### config.mk
export PLATFORM = sky130hd
export DESIGN_NAME = fetchTop
export DESIGN_NICKNAME = d
export VERILOG_FILES = /design/src/verilog/fetchPkg.sv /design/src/verilog/instructionFetch.sv /design/src/verilog/fetchBusMaster.sv /design/src/verilog/instructionPredecode.sv /design/src/verilog/fetchTop.sv
export SDC_FILE = /design/constraint.sdc
export NUM_CORES = 1
export LEC_CHECK = 0
export ABC_AREA = 1
export BUFFER_PORTS_ARGS = -buffer_cell sky130_fd_sc_hd__buf_2
export CAP_MARGIN = 20
export CORE_ASPECT_RATIO = 0.8
export CORE_MARGIN = 2
export CORE_UTILIZATION = 42
export CTS_BUF_LIST = sky130_fd_sc_hd__clkbuf_4
export CTS_CLUSTER_SIZE = 8
export DETAILED_ROUTE_END_ITERATION = 10
export PLACE_DENSITY = 0.65
export SETUP_SLACK_MARGIN = 0.15
export SLEW_MARGIN = 25
export SYNTH_ARGS = -nofsm -noshare
export SYNTH_HDL_FRONTEND = slang
export SYNTH_SLANG_ARGS = --single-unit
### constraint.sdc
create_clock -name clk -period 8.8 [get_ports clk]
set_input_delay 1.76 -clock clk [delete_from_list [all_inputs] [get_ports clk]]
set_output_delay 1.76 -clock clk [all_outputs]
set_load 0.01 [all_outputs]
### src/verilog/fetchPkg.sv
package fetchPkg;

    // ==============================
    // Instruction word views
    // ==============================

    // One 32-bit word, read as R-type for the function field
    // or as J-type for the jump index
    typedef union packed {
        struct packed {
            logic [5:0] opcode;
            logic [4:0] rs;
            logic [4:0] rt;
            logic [4:0] rd;
            logic [4:0] shamt;
            logic [5:0] funct;
        } rType;
        struct packed {
            logic [5:0]  opcode;
            logic [25:0] index;
        } jType;
    } instrWord_u;

    // ==============================
    // Opcodes and function codes
    // ==============================

    // SPECIAL group, decoded further by funct
    localparam logic [5:0] opSpecial = 6'd0;

    // Absolute jumps inside the current 256 MB region
    localparam logic [5:0] opJ = 6'd2;
    localparam logic [5:0] opJal = 6'd3;

    // Traps under SPECIAL
    localparam logic [5:0] functSyscall = 6'd12;
    localparam logic [5:0] functBreak = 6'd13;

    // ==============================
    // Fetch defaults
    // ==============================

    // Boot ROM entry of the classic MIPS map (kseg1)
    localparam logic [31:0] defaultResetVector = 32'hBFC0_0000;

endpackage

### src/verilog/instructionFetch.sv
module instructionFetch #(
    parameter logic [31:0] resetVector = fetchPkg::defaultResetVector
) (
    input  logic        clk,
    input  logic        reset,
    input  logic        stall,
    input  logic        redirect,
    input  logic [31:0] redirectAddr,
    input  logic        respValid,
    input  logic [31:0] respWord,
    input  logic        isJump,
    input  logic [31:0] jumpTarget,
    input  logic        isTrap,
    output logic        fetchReq,
    output logic [31:0] fetchAddr,
    output logic [31:0] pc,
    output logic        instrValid,
    output logic [31:0] instr,
    output logic        exception,
    output logic        halted
);

    // ==============================
    // State
    // ==============================

    // A fetch from fetchAddr is wanted
    logic        armed;
    // Read issued, reply not yet back
    logic        busy;
    // Reply of the open read belongs to an abandoned path
    logic        discard;

    // Delivered word kept while the consumer stalls
    logic        heldValid;
    logic [31:0] heldInstr;

    logic        accept;
    logic        trapHit;
    logic [31:0] nextAddr;
    logic        nextMisaligned;

    // ==============================
    // Delivery
    // ==============================

    assign fetchReq = armed && !busy;

    // A live word counts only if it is on the current path
    assign accept = respValid && !discard && !redirect;

    // Jump wins over trap when both decode
    assign trapHit = isTrap && !isJump;

    assign instrValid = accept || heldValid;
    assign instr = heldValid ? heldInstr : respWord;

    // Next fetch address: redirect, then jump, then sequential
    always_comb begin
        if (redirect) begin
            nextAddr = redirectAddr;
        end else if (isJump) begin
            nextAddr = jumpTarget;
        end else begin
            nextAddr = pc + 32'd4;
        end
    end

    assign nextMisaligned = nextAddr[1:0] != 2'b00;

    // ==============================
    // Control
    // ==============================

    always_ff @(posedge clk) begin
        if (reset) begin
            fetchAddr <= resetVector;
            armed <= resetVector[1:0] == 2'b00;
            busy <= 1'b0;
            discard <= 1'b0;
            heldValid <= 1'b0;
            exception <= resetVector[1:0] != 2'b00;
            halted <= 1'b0;
        end else begin
            // Bus bookkeeping, a request and a reply never share a cycle
            if (fetchReq) begin
                armed <= 1'b0;
                busy <= 1'b1;
            end else if (respValid) begin
                busy <= 1'b0;
                discard <= 1'b0;
            end

            if (redirect) begin
                fetchAddr <= nextAddr;
                armed <= !nextMisaligned;
                exception <= nextMisaligned;
                halted <= 1'b0;
                heldValid <= 1'b0;
                // Read still open or just issued returns a stale word
                if ((busy && !respValid) || fetchReq) begin
                    discard <= 1'b1;
                end
            end else if (accept) begin
                fetchAddr <= nextAddr;
                exception <= nextMisaligned;
                halted <= trapHit;
                heldValid <= stall;
                armed <= !stall && !trapHit && !nextMisaligned;
            end else if (heldValid && !stall) begin
                // Consumer took the held word
                heldValid <= 1'b0;
                armed <= !halted && !exception;
            end
        end
    end

    // pc follows the issued request and stays put until the next one,
    // so it also names the delivered instruction while it is held
    always_ff @(posedge clk) begin
        if (fetchReq) begin
            pc <= fetchAddr;
        end
        if (accept) begin
            heldInstr <= respWord;
        end
    end

endmodule

### src/verilog/fetchBusMaster.sv
module fetchBusMaster (
    input  logic        clk,
    input  logic        reset,
    input  logic        fetchReq,
    input  logic [31:0] fetchAddr,
    input  logic [31:0] wbDatIn,
    input  logic        wbAck,
    output logic        wbCyc,
    output logic        wbStb,
    output logic        wbWe,
    output logic [3:0]  wbSel,
    output logic [31:0] wbAdr,
    output logic        respValid,
    output logic [31:0] respWord
);

    // ==============================
    // Read cycle FSM
    // ==============================

    localparam logic idleState = 1'b0;
    localparam logic busyState = 1'b1;

    logic state;
    logic startRead;
    logic endRead;

    assign startRead = (state == idleState) && fetchReq;
    assign endRead = (state == busyState) && wbAck;

    always_ff @(posedge clk) begin
        if (reset) begin
            state <= idleState;
            respValid <= 1'b0;
        end else begin
            // Reply strobe lasts one cycle
            respValid <= 1'b0;
            case (state)
                idleState: begin
                    if (fetchReq) begin
                        state <= busyState;
                    end
                end
                busyState: begin
                    if (wbAck) begin
                        state <= idleState;
                        respValid <= 1'b1;
                    end
                end
                default: begin
                    state <= idleState;
                end
            endcase
        end
    end

    // Address held for the whole cycle, data caught on ack
    always_ff @(posedge clk) begin
        if (startRead) begin
            wbAdr <= fetchAddr;
        end
        if (endRead) begin
            respWord <= wbDatIn;
        end
    end

    // ==============================
    // Wishbone outputs
    // ==============================

    // cyc and stb rise and fall together, dropping the cycle after ack
    assign wbCyc = state == busyState;
    assign wbStb = state == busyState;

    // Fetch only reads whole words
    assign wbWe = 1'b0;
    assign wbSel = 4'b1111;

endmodule

### src/verilog/instructionPredecode.sv
module instructionPredecode (
    input  logic        respValid,
    input  logic [31:0] respWord,
    input  logic [31:0] pc,
    output logic        isJump,
    output logic [31:0] jumpTarget,
    output logic        isTrap
);

    import fetchPkg::*;

    instrWord_u  word;
    logic [31:0] pcPlus4;
    logic        jumpOp;
    logic        trapOp;

    assign word = respWord;

    // ==============================
    // Opcode classes
    // ==============================

    // Opcode field sits at the same place in both views
    always_comb begin
        jumpOp = 1'b0;
        trapOp = 1'b0;
        case (word.jType.opcode)
            opJ, opJal: begin
                jumpOp = 1'b1;
            end
            opSpecial: begin
                // Only SYSCALL and BREAK matter here, the rest is ALU work
                case (word.rType.funct)
                    functSyscall, functBreak: begin
                        trapOp = 1'b1;
                    end
                    default: begin
                        trapOp = 1'b0;
                    end
                endcase
            end
            default: begin
                jumpOp = 1'b0;
            end
        endcase
    end

    // ==============================
    // Jump target
    // ==============================

    // Region bits come from the delay-slot address, not the jump itself
    assign pcPlus4 = pc + 32'd4;
    assign jumpTarget = {pcPlus4[31:28], word.jType.index, 2'b00};

    // Flags mean nothing outside the reply cycle
    assign isJump = respValid && jumpOp;
    assign isTrap = respValid && trapOp;

endmodule

### src/verilog/fetchTop.sv
module fetchTop #(
    parameter logic [31:0] resetVector = fetchPkg::defaultResetVector
) (
    input  logic        clk,
    input  logic        reset,
    input  logic        stall,
    input  logic        redirect,
    input  logic [31:0] redirectAddr,
    input  logic [31:0] wbDatIn,
    input  logic        wbAck,
    output logic        instrValid,
    output logic [31:0] instr,
    output logic [31:0] instrPc,
    output logic        exception,
    output logic        halted,
    output logic        wbCyc,
    output logic        wbStb,
    output logic        wbWe,
    output logic [3:0]  wbSel,
    output logic [31:0] wbAdr
);

    // Request path
    logic        fetchReq;
    logic [31:0] fetchAddr;

    // Reply path
    logic        respValid;
    logic [31:0] respWord;

    // Pre-decode results
    logic        isJump;
    logic [31:0] jumpTarget;
    logic        isTrap;

    // ==============================
    // Fetch sequencing
    // ==============================

    instructionFetch #(
        .resetVector (resetVector)
    ) u_instructionFetch (
        .clk          (clk),
        .reset        (reset),
        .stall        (stall),
        .redirect     (redirect),
        .redirectAddr (redirectAddr),
        .respValid    (respValid),
        .respWord     (respWord),
        .isJump       (isJump),
        .jumpTarget   (jumpTarget),
        .isTrap       (isTrap),
        .fetchReq     (fetchReq),
        .fetchAddr    (fetchAddr),
        .pc           (instrPc),
        .instrValid   (instrValid),
        .instr        (instr),
        .exception    (exception),
        .halted       (halted)
    );

    // ==============================
    // Wishbone side
    // ==============================

    fetchBusMaster u_fetchBusMaster (
        .clk       (clk),
        .reset     (reset),
        .fetchReq  (fetchReq),
        .fetchAddr (fetchAddr),
        .wbDatIn   (wbDatIn),
        .wbAck     (wbAck),
        .wbCyc     (wbCyc),
        .wbStb     (wbStb),
        .wbWe      (wbWe),
        .wbSel     (wbSel),
        .wbAdr     (wbAdr),
        .respValid (respValid),
        .respWord  (respWord)
    );

    // Sees the reply word against the pc it was fetched from
    instructionPredecode u_instructionPredecode (
        .respValid  (respValid),
        .respWord   (respWord),
        .pc         (instrPc),
        .isJump     (isJump),
        .jumpTarget (jumpTarget),
        .isTrap     (isTrap)
    );

endmodule

# Word-level counts from Yosys, hierarchy flattened
# Index checks and enable logic that the tools add are counted.
[totals]
reg_bits = 168
input_bits = 69
output_inout_bits = 106
elab_cells = 80
[op_classes]
add_sub_neg = 1
eq_ne = 4
muxes = 26
bitwise = 1
reduce_logical = 35
[ops]
columns = ["cell", "n"]
rows = [
  ["two-way mux 32 bit", 4],
  ["adder 32 x 3 -> 32 bit (second input constant)", 1],
  ["two-way mux 28 bit", 1],
  ["two-way mux 1 bit", 20],
  ["logical AND 1 bit", 13],
  ["== test 6 x 2 -> 1 bit (second input constant)", 2],
  ["== test 6 x 4 -> 1 bit (second input constant)", 2],
  ["zero test 1 bit", 10],
  ["nonzero test 2 bit", 4],
  ["OR reduction 2 bit", 4],
  ["zero test 6 bit", 1],
  ["nonzero test 4 bit", 1],
  ["logical OR 1 bit", 2],
  ["one-hot mux 1 bit (2 select lines)", 1],
  ["NOT 1 bit", 1],
]

# Logic depth before layout (Yosys ltp)
[depth]
depth_word = 11
ltp_mapped = 12
ltp_nobuf = 12

# Hierarchy
# A second synthesis with hierarchy kept.
[hier_totals]
cells_unflattened = 839
hier_area_um2 = 7723.7
[modules_own_cells]
columns = ["module", "n_inst", "cells_each", "area_per_inst_um2", "seq_area_each_um2"]
rows = [
  ["instructionFetch", 1, 644, 5111.2, 2682.6],
  ["fetchBusMaster", 1, 83, 2053.2, 1961.9],
  ["instructionPredecode", 1, 112, 559.3, 0.0],
]

# Least setup slack after synthesis
# Ideal clock, no wire load.
[synth_path]
kind = "input port to output port"
startpoint = "input redirect"
endpoint = "output instrValid"
arrival_ns = 2.326
required_time_ns = 7.040
setup_slack_ns = 4.714
path_stages = 4
n_path_buf = 1
cell_sequence = "clkinv_1 -> nand2_1 -> buf_2 -> nand2_1"
[synth_via]
elab_chain_cells = 3
[synth_lines]
columns = ["element", "line", "text"]
rows = [
  ["start, declared", "fetchTop.sv:7", "input logic redirect,"],
  ["zero test 1 bit", "instructionFetch.sv:50", "assign accept = respValid && !discard && !redirect;"],
  ["logical AND 1 bit", "instructionFetch.sv:50", ""],
  ["logical OR 1 bit", "instructionFetch.sv:55", "assign instrValid = accept || heldValid;"],
  ["end, declared", "fetchTop.sv:11", "output logic instrValid,"],
]
# No other way between the ends.

# Worst setup path in the final report
# Ends and elaborated chain as after synthesis.

==> summary.txt <==
Status
  – Status: completed

Synth
  – Synth Area in Compound Gates: 9.20%
  – Fraction of registers with async set/reset: 0%
  – Share of the synthesized area in the top cell type: a little over half
  – Number of synthesized flops with an enable pin: about 130
  – Post-synth top area cell: edfxtp_1
  – Seq/Total Area, Yosys: 64.7%
  – Predominant post-synthesis flop cell: edfxtp_1
  – Synth area leaders: edfxtp_1 (54%), dfxtp_1 (11%), nand2_1 (9.7%)
  – XOR/XNOR Fraction of Synth Area: 1.34%
  – Distinct cells, synth: 38
  – Synth warn: 0
  – Largest family of logic cells by synthesized area: simple AND/OR/NAND/NOR gates
  – Mux share of post-synthesis cell area: 0%
  – Post-synthesis adder-cell area fraction: 0.174%
  – Synth Area in Simple Gates: 18.8%
  – Yosys reg bits: 168
  – Synth Cell Area: 7180 um2
  – Syn avg cell area: 10.3 um2
  – Synth Instances: 699

Timing
  – Fmax: roughly 170 MHz
  – Unrepaired setup endpoints after global routing: no
  – Final hold violation count: 0
  – Slew HR: between 40% and 50%
  – Count of pins over their slew limit: 0
  – Worst Skew: 0.0209 ns
  – Setup violators final: 0
  – Post-route minimum period: slightly below 6 ns
  – Final period util: 67.0%
  – Setup TNS: 0 ns
  – Slew @ Worst Pin: roughly 0.84 ns

GRT
  – Initial antenna violation count: 1
  – First-pass GRT wire length: 27.8 mm
  – Vias in the first global route: 5097
  – Grt ovf: 0
  – Largest net degree at the start of global routing: 51
  – GRT Util Overall: 20.8%

Power and ir drop
  – Max IR drop VDD: 0.113 mV
  – Pwr/cell area: 190 nW/um2
  – Leak pwr: 3.69 nW

Clocking
  – CTS root buffer: clkbuf_4
  – Post-CTS Setup Bufs: 0
  – CTS clk-pin slew, worst paths: 0.14 ns
  – Clk sink count: around 170
  – Cts hold-fix bufs: 0
  – Worst skew pair latency: 0.59 ns
  – CTS max path bufs: 2
  – CTS resizes: 0
  – CTS buffer count: 17
  – H-tree levels: 4
  – CTS tree: built

Worst setup path
  – CP Class: input port to output port
  – Worst EP arrival: 4.13 ns
  – Reg2reg start: u_fetchBusMaster.respValid$_SDFF_PP0_
  – R2R depth: 9
  – FF-to-FF End: u_instructionFetch.armed$_SDFFE_PP1P_
  – Crit start category: input port
  – Worst Setup End Kind: output port
  – CP max stage delay: ~0.85 ns
  – CP required: between 7 and 8 ns
  – CP max stage cell: nand2_1
  – Reg2Reg Setup Slack: 6.41 ns
  – CP Cell Sequence: buf_2 -> clkinv_1 -> nand2_1 -> nand2_1 -> buf_2
  – CP Max Fanout: 29

Final layout
  – Layout Area Growth over Synthesis: 18.9%
  – Post-layout util: 51.3%
  – Fraction of layout cells with a size suffix above 1: 26.7%
  – Fin area: 8540 um2
  – Area occupied by registers: roughly 4600 um2
  – Non-filler instance count after layout: between 1000 and 1500
  – Multi-input gate area: about 2200 um2
  – Filler Cell Count: 1558
  – Post-layout nets: 937

Drt
  – Routed WL: 18.3 mm
  – DRC Markers: 0
  – Vias/cell: approximately 5.0
  – Via count: 5455
  – Antenna viol nets, final: 0
  – Wire per inst: 16.6 um
  – Initial DRC Count: approximately 440
  – Drt pass-1 iters: 5

Hold path
  – Number of cells on the worst hold path: 0
  – Sink of the worst hold path: u_instructionFetch.heldInstr[19]$_DFFE_PP_
  – HP Start: u_fetchBusMaster.respWord[19]$_DFFE_PP_
  – Hold Path Class: register to register

Die
  – DIE HEIGHT: ~120 um
  – Total core area: 16700 um2
  – I/O Pins: 175
  – Die area: 18200 um2
  – Rows: 42
  – Die width: roughly 150 um
  – Initial Utilization: 43.1%

Placed design
  – Placed insts: ~1100
  – Placed cell areas: 8210 um2
  – Hpwl dp: 13.1 mm
  – Routability congestion estimate: 0.866
  – I/O Buffers: 169

Flow run
  – Max-cap violations: 0
final cells by class:
cell class                      instances  area share, %
Sequential cell                       168           54.4
Multi-Input combinational cell        437           25.3
Timing Repair Buffer                  176           11.0
Tap cell                              220           3.22
Inverter                               67           2.95
Clock inverter                         15           1.66
Clock buffer                           17           1.49
Antenna cell                            1         0.0293
critical path: cells and delay by family:
kind          cells  cell delay, ns
simple gates      2            0.98
buf+inv           3            1.36
how the worst max path moves through the flow:
stage	startpoint	to	slack, ns	cells after the start
floorplan	redirect	instrValid	4.71	4
global placement	redirect	instrValid	3.03	5
detailed placement	redirect	instrValid	2.98	5
CTS	redirect	instrValid	2.99	5
global route	redirect	instrValid	2.74	5
finish	redirect	instrValid	2.91	5
state kept, by name (all words and copies together), names as in the netlist:
signal and flops:
u_instructionFetch.fetchAddr 32, u_fetchBusMaster.respWord 32, u_instructionFetch.heldInstr 32, u_instructionFetch.exception 1, u_fetchBusMaster.wbAdr 32, u_instructionFetch.halted 1
u_instructionFetch.discard 1, u_instructionFetch.pc 32, u_fetchBusMaster.wbCyc 1, u_fetchBusMaster.respValid 1, u_instructionFetch.armed 1, u_instructionFetch.heldValid 1
u_instructionFetch.busy 1
layer usage:
layer  routed length (um)  track usage, %
met1                 8330            29.1
met2                 8370            32.3
met3                 1420            5.34
met4                  164            5.84
met5                    0               0
report_power, final:
part / leakage, nW / total [mW] / internal, mW / switching (mW)
logic: 2.02 / 0.210 / 0.0795 / 0.130
registers: 1.53 / 0.974 / 0.924 / 0.0497
clock network: 0.139 / 0.436 / 0.145 / 0.291
cell families after synthesis:
family / Yosys count
and+or+nand+nor: 307
xor gates and xnor gates: 11
other: 2
DFF: 168
AOI/OAI and AO/OA: 113
adders and majority gates: 1
buffers and inverters: 97
placed cells by master, fill, tap and decap left out, types with 9 or more instances in the layout:
cell type / n
nand2_1: 186
buf_2: 169
edfxtp_1: 128
inv_1: 63
a21oi_1: 51
nor2_1: 47
dfxtp_1: 40
nand3_1: 33
o21ai_0: 32
clkbuf_4: 17
nor2_2: 9
cells in the mapped netlist (3+ instances only):
library cell / instances
a21oi_1: 51
a221o_1: 4
a22o_1: 8
buf_2: 6
buf_4: 10
clkbuf_1: 12
dfxtp_1: 40
edfxtp_1: 128
inv_1: 63
inv_2: 3
nand2_1: 186
nand2_2: 4
nand3_1: 33
nand3b_1: 3
nand4_1: 7
nor2_1: 50
nor2_2: 8
nor2_4: 4
nor3_1: 4
o211ai_1: 3
o21ai_0: 32
o21ai_1: 3
o221ai_1: 7
xnor2_1: 6
xor2_1: 5
metrics by stage:
step | hold WS [ns] | total power, mW | worst slack (ns)
2_1_floorplan | 0.420 | 1.09 | 4.71
3_3_place_gp | 0.428 | 1.19 | 3.03
3_5_place_dp | 0.434 | 1.19 | 2.98
4_1_cts | 0.456 | 1.62 | 2.99
5_1_grt | 0.479 | 1.70 | 2.74
6_report | 0.451 | 1.62 | 2.91
Power figures use the tool's default switching activity.
